[config.mk]
export PLATFORM = sky130hd
export DESIGN_NAME = qs_srt
export DESIGN_NICKNAME = d
export VERILOG_FILES = /design/src/source/qs_srt_pkg.sv /design/src/source/qs_srt_ucode_rom.sv /design/src/source/qs_srt_seq.sv /design/src/source/qs_srt_datapath.sv /design/src/source/qs_srt_array.sv /design/src/source/qs_srt.sv
export SDC_FILE = /design/constraint.sdc
export NUM_CORES = 1
export LEC_CHECK = 0
export BUFFER_PORTS_ARGS = -buffer_cell sky130_fd_sc_hd__buf_2
export CAP_MARGIN = 10
export CELL_PAD_IN_SITES_DETAIL_PLACEMENT = 1
export CELL_PAD_IN_SITES_GLOBAL_PLACEMENT = 2
export CORE_AREA = 2 2 371 373
export CTS_BUF_LIST = sky130_fd_sc_hd__clkbuf_8
export DETAILED_ROUTE_END_ITERATION = 10
export DIE_AREA = 0 0 373 375
export PLACE_DENSITY_LB_ADDON = 0.1
export SYNTH_ARGS = -nofsm -noshare
export SYNTH_HDL_FRONTEND = slang
export SYNTH_SLANG_ARGS = --single-unit
[constraint.sdc]
create_clock -name clk -period 8 [get_ports clk]
set_input_delay 2.4 -clock clk [delete_from_list [all_inputs] [get_ports clk]]
set_output_delay 2.4 -clock clk [all_outputs]
set_load 0.005 [all_outputs]
[src/source/qs_srt_pkg.sv]
/*
  Machine types and microcode encoding for the quicksort engine.
  Keys are unsigned. Keys, indices and stack entries share one 16-bit word.
  Immediates are 3 bits, which covers the 0 and 1 that the microcode needs.
*/
package qs_srt_pkg;

  // Key, array index and stack entry
  typedef logic [15:0] word_t;

  // Microcode address
  typedef logic [7:0] pc_t;

  // Major opcodes
  typedef enum logic [3:0] {
    NOP   = 4'b0000,
    JCC   = 4'b0001,
    STK   = 4'b0010,
    MEM   = 4'b0100,
    MOV   = 4'b0110,
    ARITH = 4'b0111,
    CALL  = 4'b1100,
    CTRL  = 4'b1111
  } opcode_t;

  // Jump conditions, AL is unconditional
  typedef enum logic [1:0] {AL, EQ, GT, LE} cc_t;

  // BLINK holds the return address
  typedef enum logic [2:0] {R0, R1, R2, R3, R4, R5, R6, BLINK} reg_t;

  // Special registers readable by MOVS
  typedef enum logic [2:0] {REG_N = 3'd0} sreg_t;

  // JCC and CALL reuse the low byte as the target address
  typedef struct packed {
    opcode_t    op;
    logic       sub;
    reg_t       dst;
    logic       wf;
    reg_t       src;
    logic       imm;
    logic [2:0] opb;
  } inst_t;

  // Error self-loop
  localparam pc_t SYM_ERR = 8'd128;

  function automatic inst_t enc(opcode_t op, logic sub, reg_t dst, logic wf,
                                reg_t src, logic imm, logic [2:0] opb);
    return '{op, sub, dst, wf, src, imm, opb};
  endfunction

  function automatic inst_t j(pc_t tgt, cc_t cc = AL);
    return enc(JCC, 1'b0, reg_t'({1'b0, cc}), tgt[7], reg_t'(tgt[6:4]), tgt[3], tgt[2:0]);
  endfunction

  function automatic inst_t push(reg_t r);
    return enc(STK, 1'b0, R0, 1'b0, R0, 1'b0, r);
  endfunction

  function automatic inst_t pop(reg_t r);
    return enc(STK, 1'b1, r, 1'b0, R0, 1'b0, 3'd0);
  endfunction

  // Address register sits in opb for both LD and ST
  function automatic inst_t ld(reg_t d, reg_t a);
    return enc(MEM, 1'b0, d, 1'b0, R0, 1'b0, a);
  endfunction

  function automatic inst_t st(reg_t a, reg_t s);
    return enc(MEM, 1'b1, R0, 1'b0, s, 1'b0, a);
  endfunction

  function automatic inst_t mov(reg_t d, reg_t s);
    return enc(MOV, 1'b0, d, 1'b0, R0, 1'b0, s);
  endfunction

  function automatic inst_t movi(reg_t d, logic [2:0] v);
    return enc(MOV, 1'b0, d, 1'b0, R0, 1'b1, v);
  endfunction

  function automatic inst_t movs(reg_t d, sreg_t s);
    return enc(MOV, 1'b1, d, 1'b0, R0, 1'b0, s);
  endfunction

  function automatic inst_t addi(reg_t d, reg_t s, logic [2:0] v);
    return enc(ARITH, 1'b0, d, 1'b0, s, 1'b1, v);
  endfunction

  function automatic inst_t subi(reg_t d, reg_t s, logic [2:0] v);
    return enc(ARITH, 1'b1, d, 1'b0, s, 1'b1, v);
  endfunction

  // Flags only, the difference is dropped
  function automatic inst_t cmp(reg_t a, reg_t b);
    return enc(ARITH, 1'b1, R0, 1'b1, a, 1'b0, b);
  endfunction

  function automatic inst_t call(pc_t tgt);
    return enc(CALL, 1'b0, R0, tgt[7], reg_t'(tgt[6:4]), tgt[3], tgt[2:0]);
  endfunction

  function automatic inst_t ret();
    return enc(CALL, 1'b1, R0, 1'b0, R0, 1'b0, 3'd0);
  endfunction

  function automatic inst_t await();
    return enc(CTRL, 1'b0, R0, 1'b0, R0, 1'b0, 3'd0);
  endfunction

  function automatic inst_t emit();
    return enc(CTRL, 1'b1, R0, 1'b0, R0, 1'b0, 3'd0);
  endfunction

endpackage

[src/source/qs_srt_ucode_rom.sv]
/*
  Control store for the quicksort engine, one 32-entry region per routine.
  Every address not listed decodes to a jump into the error self-loop.
*/
`timescale 1ns/1ns

module qs_srt_ucode_rom (
  input  qs_srt_pkg::pc_t   ra,
  output qs_srt_pkg::inst_t rout
);

  // Routine entry points
  localparam qs_srt_pkg::pc_t SYM_RESET = 8'd0;
  localparam qs_srt_pkg::pc_t SYM_PART  = 8'd32;
  localparam qs_srt_pkg::pc_t SYM_QS    = 8'd64;
  localparam qs_srt_pkg::pc_t SYM_START = 8'd96;

  // Branch targets inside the routines
  localparam qs_srt_pkg::pc_t SYM_PART_LOOP = SYM_PART + 8'd8;
  localparam qs_srt_pkg::pc_t SYM_PART_NEXT = SYM_PART + 8'd17;
  localparam qs_srt_pkg::pc_t SYM_PART_END  = SYM_PART + 8'd19;
  localparam qs_srt_pkg::pc_t SYM_QS_END    = SYM_QS + 8'd18;
  localparam qs_srt_pkg::pc_t SYM_WAIT      = SYM_START + 8'd8;

  // R0 = lo, R1 = hi on entry to both routines
  // Partition returns the pivot index in R0 and clobbers R1
  always_comb begin
    rout = qs_srt_pkg::j(qs_srt_pkg::SYM_ERR);
    case (ra[7:5])
      // Reset vector
      3'd0: begin
        if (ra == SYM_RESET) rout = qs_srt_pkg::j(SYM_START);
      end
      // Lomuto partition, pivot is A[hi]
      3'd1: begin
        case (ra[4:0])
          5'd0:  rout = qs_srt_pkg::push(qs_srt_pkg::R2);
          5'd1:  rout = qs_srt_pkg::push(qs_srt_pkg::R3);
          5'd2:  rout = qs_srt_pkg::push(qs_srt_pkg::R4);
          5'd3:  rout = qs_srt_pkg::push(qs_srt_pkg::R5);
          5'd4:  rout = qs_srt_pkg::push(qs_srt_pkg::R6);
          5'd5:  rout = qs_srt_pkg::ld(qs_srt_pkg::R2, qs_srt_pkg::R1);
          5'd6:  rout = qs_srt_pkg::mov(qs_srt_pkg::R3, qs_srt_pkg::R0);
          5'd7:  rout = qs_srt_pkg::mov(qs_srt_pkg::R4, qs_srt_pkg::R0);
          // Loop head, stop when j reaches hi
          5'd8:  rout = qs_srt_pkg::cmp(qs_srt_pkg::R1, qs_srt_pkg::R4);
          5'd9:  rout = qs_srt_pkg::j(SYM_PART_END, qs_srt_pkg::EQ);
          5'd10: rout = qs_srt_pkg::ld(qs_srt_pkg::R5, qs_srt_pkg::R4);
          // Keys above the pivot stay where they are
          5'd11: rout = qs_srt_pkg::cmp(qs_srt_pkg::R5, qs_srt_pkg::R2);
          5'd12: rout = qs_srt_pkg::j(SYM_PART_NEXT, qs_srt_pkg::GT);
          // Swap A[i] and A[j], then i++
          5'd13: rout = qs_srt_pkg::ld(qs_srt_pkg::R6, qs_srt_pkg::R3);
          5'd14: rout = qs_srt_pkg::st(qs_srt_pkg::R3, qs_srt_pkg::R5);
          5'd15: rout = qs_srt_pkg::st(qs_srt_pkg::R4, qs_srt_pkg::R6);
          5'd16: rout = qs_srt_pkg::addi(qs_srt_pkg::R3, qs_srt_pkg::R3, 3'd1);
          5'd17: rout = qs_srt_pkg::addi(qs_srt_pkg::R4, qs_srt_pkg::R4, 3'd1);
          5'd18: rout = qs_srt_pkg::j(SYM_PART_LOOP);
          // Move pivot into A[i], here R4 equals hi
          5'd19: rout = qs_srt_pkg::ld(qs_srt_pkg::R0, qs_srt_pkg::R3);
          5'd20: rout = qs_srt_pkg::ld(qs_srt_pkg::R1, qs_srt_pkg::R4);
          5'd21: rout = qs_srt_pkg::st(qs_srt_pkg::R3, qs_srt_pkg::R1);
          5'd22: rout = qs_srt_pkg::st(qs_srt_pkg::R4, qs_srt_pkg::R0);
          5'd23: rout = qs_srt_pkg::mov(qs_srt_pkg::R0, qs_srt_pkg::R3);
          5'd24: rout = qs_srt_pkg::pop(qs_srt_pkg::R6);
          5'd25: rout = qs_srt_pkg::pop(qs_srt_pkg::R5);
          5'd26: rout = qs_srt_pkg::pop(qs_srt_pkg::R4);
          5'd27: rout = qs_srt_pkg::pop(qs_srt_pkg::R3);
          5'd28: rout = qs_srt_pkg::pop(qs_srt_pkg::R2);
          5'd29: rout = qs_srt_pkg::ret();
          default: ;
        endcase
      end
      // Recursive quicksort
      3'd2: begin
        case (ra[4:0])
          5'd0:  rout = qs_srt_pkg::push(qs_srt_pkg::BLINK);
          5'd1:  rout = qs_srt_pkg::push(qs_srt_pkg::R2);
          5'd2:  rout = qs_srt_pkg::push(qs_srt_pkg::R3);
          5'd3:  rout = qs_srt_pkg::push(qs_srt_pkg::R4);
          // hi may be lo-1 = 0xFFFF, so compare hi+1 with lo+1
          5'd4:  rout = qs_srt_pkg::addi(qs_srt_pkg::R2, qs_srt_pkg::R0, 3'd1);
          5'd5:  rout = qs_srt_pkg::addi(qs_srt_pkg::R3, qs_srt_pkg::R1, 3'd1);
          5'd6:  rout = qs_srt_pkg::cmp(qs_srt_pkg::R3, qs_srt_pkg::R2);
          5'd7:  rout = qs_srt_pkg::mov(qs_srt_pkg::R2, qs_srt_pkg::R0);
          5'd8:  rout = qs_srt_pkg::mov(qs_srt_pkg::R4, qs_srt_pkg::R1);
          // MOV leaves the flags alone
          5'd9:  rout = qs_srt_pkg::j(SYM_QS_END, qs_srt_pkg::LE);
          5'd10: rout = qs_srt_pkg::call(SYM_PART);
          5'd11: rout = qs_srt_pkg::mov(qs_srt_pkg::R3, qs_srt_pkg::R0);
          // Left half [lo, p-1]
          5'd12: rout = qs_srt_pkg::mov(qs_srt_pkg::R0, qs_srt_pkg::R2);
          5'd13: rout = qs_srt_pkg::subi(qs_srt_pkg::R1, qs_srt_pkg::R3, 3'd1);
          5'd14: rout = qs_srt_pkg::call(SYM_QS);
          // Right half [p+1, hi]
          5'd15: rout = qs_srt_pkg::addi(qs_srt_pkg::R0, qs_srt_pkg::R3, 3'd1);
          5'd16: rout = qs_srt_pkg::mov(qs_srt_pkg::R1, qs_srt_pkg::R4);
          5'd17: rout = qs_srt_pkg::call(SYM_QS);
          5'd18: rout = qs_srt_pkg::pop(qs_srt_pkg::R4);
          5'd19: rout = qs_srt_pkg::pop(qs_srt_pkg::R3);
          5'd20: rout = qs_srt_pkg::pop(qs_srt_pkg::R2);
          5'd21: rout = qs_srt_pkg::pop(qs_srt_pkg::BLINK);
          5'd22: rout = qs_srt_pkg::ret();
          default: ;
        endcase
      end
      // Entry point, clear state then serve banks forever
      3'd3: begin
        case (ra[4:0])
          5'd0:  rout = qs_srt_pkg::movi(qs_srt_pkg::R0, 3'd0);
          5'd1:  rout = qs_srt_pkg::movi(qs_srt_pkg::R1, 3'd0);
          5'd2:  rout = qs_srt_pkg::movi(qs_srt_pkg::R2, 3'd0);
          5'd3:  rout = qs_srt_pkg::movi(qs_srt_pkg::R3, 3'd0);
          5'd4:  rout = qs_srt_pkg::movi(qs_srt_pkg::R4, 3'd0);
          5'd5:  rout = qs_srt_pkg::movi(qs_srt_pkg::R5, 3'd0);
          5'd6:  rout = qs_srt_pkg::movi(qs_srt_pkg::R6, 3'd0);
          5'd7:  rout = qs_srt_pkg::movi(qs_srt_pkg::BLINK, 3'd0);
          // Stall here until the bank is full
          5'd8:  rout = qs_srt_pkg::await();
          5'd9:  rout = qs_srt_pkg::movi(qs_srt_pkg::R0, 3'd0);
          5'd10: rout = qs_srt_pkg::movs(qs_srt_pkg::R1, qs_srt_pkg::REG_N);
          5'd11: rout = qs_srt_pkg::call(SYM_QS);
          5'd12: rout = qs_srt_pkg::emit();
          5'd13: rout = qs_srt_pkg::j(SYM_WAIT);
          default: ;
        endcase
      end
      default: ;
    endcase
  end

endmodule

[src/source/qs_srt_seq.sv]
/*
  Microsequencer, one instruction per cycle.
  Return addresses come back from the datapath through BLINK, low byte only.
*/
`timescale 1ns/1ns

module qs_srt_seq (
  input  logic                clk,
  input  logic                rst,
  input  qs_srt_pkg::inst_t   inst,
  input  logic                flag_z,
  input  logic                flag_gt,
  input  qs_srt_pkg::word_t   blink,
  input  logic                full,
  output qs_srt_pkg::pc_t     pc,
  output logic                link_wr,
  output qs_srt_pkg::pc_t     link_pc,
  output logic                stall,
  output logic                emit
);

  qs_srt_pkg::pc_t pc_inc;
  qs_srt_pkg::pc_t pc_nxt;
  logic            taken;

  assign pc_inc  = pc + 8'd1;
  assign link_pc = pc_inc;

  // Condition code sits in the low two bits of the dst field
  always_comb begin
    case (qs_srt_pkg::cc_t'(inst[9:8]))
      qs_srt_pkg::EQ: taken = flag_z;
      qs_srt_pkg::GT: taken = flag_gt;
      qs_srt_pkg::LE: taken = !flag_gt;
      default:        taken = 1'b1;
    endcase
  end

  always_comb begin
    pc_nxt  = pc_inc;
    link_wr = 1'b0;
    stall   = 1'b0;
    emit    = 1'b0;
    case (inst.op)
      qs_srt_pkg::JCC: begin
        if (taken) pc_nxt = inst[7:0];
      end
      qs_srt_pkg::CALL: begin
        if (inst.sub) begin
          // RET
          pc_nxt = blink[7:0];
        end else begin
          pc_nxt  = inst[7:0];
          link_wr = 1'b1;
        end
      end
      qs_srt_pkg::CTRL: begin
        if (inst.sub) begin
          emit = 1'b1;
        end else if (!full) begin
          // AWAIT holds until the bank is loaded
          stall  = 1'b1;
          pc_nxt = pc;
        end
      end
      default: ;
    endcase
  end

  always_ff @(posedge clk) begin
    if (rst) pc <= '0;
    else pc <= pc_nxt;
  end

  // Reaching the error loop means a bad jump or a corrupted return address
  a_no_err: assert property (@(posedge clk) disable iff (rst) pc != qs_srt_pkg::SYM_ERR);

endmodule

[src/source/qs_srt_datapath.sv]
/*
  Register file, adder/subtractor, call stack and array access.
  Flags only change on a flag-writing SUB, compared unsigned.
  STACK_N must cover the recursion, roughly 5*N+8 entries.
*/
`timescale 1ns/1ns

module qs_srt_datapath #(
  parameter int N       = 8,
  parameter int STACK_N = 48
) (
  input  logic                clk,
  input  logic                rst,
  input  qs_srt_pkg::inst_t   inst,
  input  logic                stall,
  input  logic                link_wr,
  input  qs_srt_pkg::pc_t     link_pc,
  input  qs_srt_pkg::word_t   mem_rdata,
  output logic                flag_z,
  output logic                flag_gt,
  output qs_srt_pkg::word_t   blink,
  output qs_srt_pkg::word_t   mem_addr,
  output logic                mem_wr,
  output qs_srt_pkg::word_t   mem_wdata
);

  localparam int SPW = $clog2(STACK_N + 1);

  qs_srt_pkg::word_t regs [8];
  qs_srt_pkg::word_t stack [STACK_N];
  logic [SPW-1:0]    sp;

  qs_srt_pkg::word_t opa;
  qs_srt_pkg::word_t opb;
  qs_srt_pkg::word_t res;
  qs_srt_pkg::word_t sval;
  logic              do_push;
  logic              do_pop;
  logic              do_mem;
  logic              do_cmp;

  // Operand A from src, operand B from opb as register or immediate
  assign opa = regs[inst.src];
  assign opb = inst.imm ? qs_srt_pkg::word_t'(inst.opb) : regs[inst.opb];
  assign res = inst.sub ? opa - opb : opa + opb;

  // Special register read for MOVS
  always_comb begin
    case (qs_srt_pkg::sreg_t'(inst.opb))
      qs_srt_pkg::REG_N: sval = qs_srt_pkg::word_t'(N - 1);
      default:           sval = '0;
    endcase
  end

  assign do_push = !stall && inst.op == qs_srt_pkg::STK && !inst.sub;
  assign do_pop  = !stall && inst.op == qs_srt_pkg::STK && inst.sub;
  assign do_mem  = !stall && inst.op == qs_srt_pkg::MEM;
  assign do_cmp  = !stall && inst.op == qs_srt_pkg::ARITH && inst.sub && inst.wf;

  // Array port, address always from the opb register
  assign mem_addr  = regs[inst.opb];
  assign mem_wdata = opa;
  assign mem_wr    = do_mem && inst.sub;

  assign blink = regs[qs_srt_pkg::BLINK];

  // Register writes, the start routine clears them
  always_ff @(posedge clk) begin
    if (link_wr) begin
      regs[qs_srt_pkg::BLINK] <= qs_srt_pkg::word_t'(link_pc);
    end else if (!stall) begin
      case (inst.op)
        qs_srt_pkg::MOV:   regs[inst.dst] <= inst.sub ? sval : opb;
        qs_srt_pkg::ARITH: begin
          if (!inst.wf) regs[inst.dst] <= res;
        end
        qs_srt_pkg::MEM: begin
          if (!inst.sub) regs[inst.dst] <= mem_rdata;
        end
        qs_srt_pkg::STK: begin
          if (inst.sub) regs[inst.dst] <= stack[sp - 1'b1];
        end
        default: ;
      endcase
    end
  end

  // Stack storage
  always_ff @(posedge clk) begin
    if (do_push) stack[sp] <= regs[inst.opb];
  end

  always_ff @(posedge clk) begin
    if (rst) begin
      sp      <= '0;
      flag_z  <= 1'b0;
      flag_gt <= 1'b0;
    end else begin
      if (do_push) sp <= sp + 1'b1;
      else if (do_pop) sp <= sp - 1'b1;
      if (do_cmp) begin
        flag_z  <= opa == opb;
        flag_gt <= opa > opb;
      end
    end
  end

  // Recursion deeper than the stack corrupts return addresses
  a_no_overflow: assert property (@(posedge clk) disable iff (rst)
    do_push |-> sp < SPW'(STACK_N));
  a_no_underflow: assert property (@(posedge clk) disable iff (rst)
    do_pop |-> sp != '0);

  // Partition must only touch indices inside the bank
  a_addr_range: assert property (@(posedge clk) disable iff (rst)
    do_mem |-> mem_addr < qs_srt_pkg::word_t'(N));

endmodule

[src/source/qs_srt_array.sv]
/*
  Single key bank with host fill, engine access and in-order drain.
  Host keys are dropped while busy. The drain has no back-pressure.
  mem_rdata is combinational so LD completes in one cycle.
*/
`timescale 1ns/1ns

module qs_srt_array #(
  parameter int N = 8
) (
  input  logic                clk,
  input  logic                rst,
  input  logic                in_vld,
  input  qs_srt_pkg::word_t   in_key,
  input  qs_srt_pkg::word_t   mem_addr,
  input  logic                mem_wr,
  input  qs_srt_pkg::word_t   mem_wdata,
  input  logic                emit,
  output qs_srt_pkg::word_t   mem_rdata,
  output logic                full,
  output logic                busy,
  output logic                out_vld,
  output qs_srt_pkg::word_t   out_key
);

  localparam int AW = (N > 1) ? $clog2(N) : 1;

  qs_srt_pkg::word_t mem [N];
  logic [AW-1:0]     fill_cnt;
  logic [AW-1:0]     drn_cnt;
  logic [AW-1:0]     addr;
  logic              draining;
  logic              load;

  assign load      = in_vld && !busy;
  assign addr      = mem_addr[AW-1:0];
  assign mem_rdata = mem[addr];

  // Drain reads straight from the bank
  assign out_vld = draining;
  assign out_key = mem[drn_cnt];

  // Host and engine never write in the same cycle
  always_ff @(posedge clk) begin
    if (load) mem[fill_cnt] <= in_key;
    else if (mem_wr) mem[addr] <= mem_wdata;
  end

  always_ff @(posedge clk) begin
    if (rst) begin
      fill_cnt <= '0;
      drn_cnt  <= '0;
      full     <= 1'b0;
      busy     <= 1'b0;
      draining <= 1'b0;
    end else begin
      if (load) begin
        if (fill_cnt == AW'(N - 1)) begin
          fill_cnt <= '0;
          full     <= 1'b1;
          busy     <= 1'b1;
        end else begin
          fill_cnt <= fill_cnt + 1'b1;
        end
      end
      // Sort done, hand the bank to the drain
      if (emit) begin
        full     <= 1'b0;
        draining <= 1'b1;
      end
      if (draining) begin
        if (drn_cnt == AW'(N - 1)) begin
          drn_cnt  <= '0;
          draining <= 1'b0;
          busy     <= 1'b0;
        end else begin
          drn_cnt <= drn_cnt + 1'b1;
        end
      end
    end
  end

  a_wr_full: assert property (@(posedge clk) disable iff (rst) mem_wr |-> full);
  a_emit_full: assert property (@(posedge clk) disable iff (rst) emit |-> full);

endmodule

[src/source/qs_srt.sv]
/*
  Microcoded quicksort engine for one bank of N unsigned keys.
  Host loads N keys by strobe, then takes N sorted keys on consecutive cycles.
  STACK_N defaults to 5*N+8, enough for the worst-case recursion.
*/
`timescale 1ns/1ns

module qs_srt #(
  parameter int N       = 8,
  parameter int STACK_N = 5 * N + 8
) (
  input  logic                clk,
  input  logic                rst,
  input  logic                in_vld,
  input  qs_srt_pkg::word_t   in_key,
  output logic                out_vld,
  output qs_srt_pkg::word_t   out_key,
  output logic                busy
);

  qs_srt_pkg::inst_t inst;
  qs_srt_pkg::pc_t   pc;
  qs_srt_pkg::pc_t   link_pc;
  qs_srt_pkg::word_t blink;
  qs_srt_pkg::word_t mem_addr;
  qs_srt_pkg::word_t mem_wdata;
  qs_srt_pkg::word_t mem_rdata;
  logic              flag_z;
  logic              flag_gt;
  logic              link_wr;
  logic              stall;
  logic              emit;
  logic              full;
  logic              mem_wr;

  qs_srt_ucode_rom rom_i (.ra(pc), .rout(inst));

  qs_srt_seq seq_i (
    .clk(clk), .rst(rst), .inst(inst), .flag_z(flag_z), .flag_gt(flag_gt),
    .blink(blink), .full(full), .pc(pc), .link_wr(link_wr), .link_pc(link_pc),
    .stall(stall), .emit(emit)
  );

  qs_srt_datapath #(.N(N), .STACK_N(STACK_N)) datapath_i (
    .clk(clk), .rst(rst), .inst(inst), .stall(stall), .link_wr(link_wr),
    .link_pc(link_pc), .mem_rdata(mem_rdata), .flag_z(flag_z), .flag_gt(flag_gt),
    .blink(blink), .mem_addr(mem_addr), .mem_wr(mem_wr), .mem_wdata(mem_wdata)
  );

  qs_srt_array #(.N(N)) array_i (
    .clk(clk), .rst(rst), .in_vld(in_vld), .in_key(in_key), .mem_addr(mem_addr),
    .mem_wr(mem_wr), .mem_wdata(mem_wdata), .emit(emit), .mem_rdata(mem_rdata),
    .full(full), .busy(busy), .out_vld(out_vld), .out_key(out_key)
  );

endmodule

==> impl.org <==
** Clocking
- At the later pin of the worst-skew pair, clock insertion delay measures a little over 0.9 ns.
- Clock-pin slew was measured on the worst setup and hold paths at around 0.06 ns.
- Clock sink count :: around 1100
- In this run, post-CTS repair resized a total of 0 instances.
- In this run the clock root is driven by a clkbuf_8.
- Maximum level of the CTS H-tree :: 4
- Post-CTS setup buffer count :: 0
- The number of clock buffers added by TritonCTS is approximately 180.
- No sink is reached through more buffers than the 3 on the longest clock path.
- TritonCTS built the clock tree.
- For this design, the CTS-stage hold fixing added 0 buffers.

** Logic synthesis
- Cell accounting for the most synthesized area :: edfxtp_1
- The most common cell in the synthesized netlist is edfxtp_1.
- Counting flops with an async set or reset pin after synthesis yields a share of 0%.
- Portion of netlist area occupied by mux cells :: about 17%
- Arithmetic-cell share of the synthesized area counting full adders, half adders and majority gates :: ~1.2%
- Counting flops with a built-in enable in the synthesized netlist gives ~1000.
- The most used flip-flop cell after synthesis is edfxtp_1.
- Ranked by total cell area, the synthesized netlist is headed by edfxtp_1 (65%), mux4_2 (13%), nand2_1 (2.0%), mux2_2 (1.8%), mux2i_1 (1.8%).
- Xor/xnor cell area share of the yosys netlist :: 0.4075%
- Complex-gate fraction of the synthesized area :: 6.420%
- The synthesized design devotes to its leading area cell type 65.03% of total area.
- Yosys synthesis warning count :: 0
- Net count after synthesis :: 3013
- The synthesized netlist contains ~110 unique library cells.
- Synth top cells by count :: edfxtp_1 (1024), mux4_2 (273), nand2_1 (249), nor2_1 (218), a21oi_1 (92)
- Simple logic cell fraction of the synthesized area :: roughly 7.0%
- Synthesized netlist cell count :: a little under 3000
- Summing every instance area after synthesis gives between 0.04 and 0.05 mm2.
- Averaged over all synthesized cells, the footprint is about 16 um2.
- FF+latch count, synth :: ~1100
- By area, the combinational part of the netlist is dominated by multiplexers.
- For this run, the register share of the synthesized area comes to 66.22%.

** Timing
- In this run the tightest slew margin relative to its limit is roughly a fifth.
- Final worst clock skew :: approximately 0.06 ns
- The final-report hold violation count is 0.
- Setup repair after global routing missed its margin :: no
- Across all setup checks in the final design, the least slack found is 0.9148 ns.
- For the pin with the worst max-slew slack, the measured transition is 1.193 ns.
- Post-route minimum period :: 7.085 ns
- Dividing the final minimum period by the clock period gives slightly below 90%.
- Setup violations remaining at the end of the flow were counted as 0.
- Setup TNS :: 0 ns
- Derived from the worst setup path, the maximum achievable clock frequency is 0.1411 GHz.
- Final count of pins violating max slew :: 0

** Floorplanning
- Die footprint :: between 0.1 and 0.15 mm2
- Initial Util :: 34.69%
- The region available for standard cell placement spans roughly 0.14 mm2.
- The floorplan step set the die height to between 300 and 400 um.
- Io pins :: 37
- Cell Rows :: about 140
- The die is ~370 um wide.

** Cells and area
- Filler Cell Count :: between 10000 and 15000
- Measured on the finished design, the core utilization comes to between 30% and 40%.
- Multi-input gate area :: around 0.015 mm2
- Number of nets in the final layout :: 3184
- Area taken by flip-flops and latches :: ~0.031 mm2
- Share of cells above drive strength 1 :: a little over a quarter
- After routing the design area is 0.05352 mm2.
- Relative to the synthesized area, the layout overhead comes to 13.20%.

** GRT
- In the global route stage, overall resource usage came out at a little over a fifth.
- The number of global-route vias before repair is between 30000 and 40000.
- The first global-routing pass estimated around 220 mm of wire.
- Overflow left after global routing :: 0
- Pin count of the biggest net entering global routing :: between 100 and 150
- Number of antenna violations at the first check in global routing :: 4

** Min path
- Worst min-delay path class :: register to register

** Setup path
- Setup Crit Path Kind :: register to register
- Required time reported for the critical path endpoint :: 8.55 ns
- Critical Path Start Type :: register
- Of all nets on the critical path, the largest fanout is 32.
- STA classifies the critical path endpoint as a register.
- For the worst setup path, the data arrival time is 7.64 ns.

** Routing
- After detailed routing, the total wire length is 147.4 mm.
- After detailed routing, the number of remaining DRC violations is 0.
- The count of nets left with antenna violations once routing finished came out at 0.
- Iteration count of the initial detailed-routing pass :: 5
- Total via count after detailed routing :: around 28000
- Dividing the detail-routed wire length by the instance count gives ~30 um.
- The first routing iteration left a little under 2000 violations.
- Dividing the detail-routed via count by the number of cells gives around 5.5.

** Placed design
- The congestion estimate from routability-driven global placement came to about 0.87.
- Count of buffers from port buffering :: 36
- Once placement finished, the instance area stood at 0.05040 mm2.
- HPWL after detailed placement :: ~94 mm
- Pre-CTS setup slack :: approximately 0.95 ns

** Status
- The run finished with clean final reports.

** Run
- Maxcap violations :: 0

** Power and ir drop
- For this design the static power due to leakage is about 0.017 uW.
- Design Power :: about 19000 uW
- The worst-case IR drop observed on VDD is 177.1 uV.
- Power density over the cells :: about 360 mW/mm2
-- logic make-up (layout without fill, tap and decap cells) --
group	Yosys count	count (layout)
AO/OA/AOI/OAI	429	429
other	0	8
flip-flops	1052	1052
adder cells (fa/ha/maj)	43	43
AND/OR/NAND/NOR	728	728
XOR/XNOR	22	22
multiplexers	434	434
buffers and inverters	243	549
-- power breakdown --
| part | total (uW) | leakage (uW) | internal (uW) | switching, uW |
|---|---|---|---|---|
| sequential | 7150 | 0.00932 | 7080 | 76.4 |
| clock | 4320 | 0.00184 | 2080 | 2240 |
| combinational | 7860 | 0.00602 | 2600 | 5260 |
-- layout by cell type (no fill, tap or decap), types with 11 or more instances in the layout --
master	count
clkbuf_8	177
mux2_2	74
and3_1	22
o22ai_1	12
nand3_1	90
buf_2	36
xnor2_1	12
a21oi_1	91
dfxtp_1	26
a31oi_1	25
inv_1	114
nor3_1	32
ha_1	40
a221oi_1	12
mux2i_1	84
buf_4	145
nor2_1	154
mux4_2	273
o21ai_0	70
and2_1	26
nand2_1	241
clkinv_1	36
nor2b_1	12
o211ai_1	30
nand3b_1	11
clkinv_2	17
a211oi_1	49
nand2b_1	20
o31ai_1	16
nor2_2	59
edfxtp_1	1024
-- final timing paths --
kind	from	slack, ns	endpoint	cells after the start
worst min register to register	array_i.fill_cnt[2]	0.52	array_i.fill_cnt[2]	2
worst max register to register	seq_i.pc[0]	0.91	datapath_i.regs[6][9]	22
worst min-delay path	array_i.fill_cnt[2]	0.52	array_i.fill_cnt[2]	2
worst max-delay path	seq_i.pc[0]	0.91	datapath_i.regs[6][9]	22
-- registers in the layout (all words and copies together), names as in the netlist, named ones only --
register            count
datapath_i.flag_gt      1
datapath_i.sp           6
datapath_i.flag_z       1
array_i.drn_cnt         3
array_i.busy            1
array_i.out_vld         1
datapath_i.regs       128
array_i.full            1
array_i.mem           128
datapath_i.stack      768
seq_i.pc                8
array_i.fill_cnt        3
-- metrics by stage --
step,std cells,hold slack (ns)
3_3_place_gp,4736,0.4840
5_1_grt,5059,0.5559
2_1_floorplan,2951,0.4584
3_5_place_dp,4737,0.5165
4_1_cts,5050,0.5250
6_report,5059,0.5207
-- per-layer routing --
metal | track usage [%] | vias to the layer above | share of wire [%]
met1 | 27.38 | 14810 | 43
li1 | - | 12130 | -
met5 | 0 | - | 0
met3 | 3.247 | 205 | 3.6
met4 | 5.944 | 0 | 2.4
met2 | 36.90 | 582 | 51
-- area by class of cell --
type	instances	share of cell area (%)
diodes	8	0.03740
inverters	48	0.3366
clock buffers	177	4.552
flip-flops and latches	1052	58.51
multi-input cells	1656	28.53
clock inverters	136	1.241
repair buffers	188	2.604
well taps	1794	4.194
-- critical path: stages, from the launching register on --
cell and delay, ns:
dfxtp_1 0.36, inv_1 0.14, ha_1 0.74, nor2_1 0.28, a311oi_2 0.55, o31ai_4 0.18
o22ai_4 0.81, a211oi_1 0.09, o31ai_1 0.60, ha_1 0.45, inv_1 0.15, a21oi_1 0.13
nor2_1 0.11, nor2_1 0.05, o21bai_1 0.13, buf_4 0.16, a21oi_1 0.08, o31ai_1 0.45
nor2_1 0.09, nand2_1 0.11, o21ai_1 0.09, xnor2_1 0.18, a211oi_1 0.80
Power figures use the tool's default switching activity.
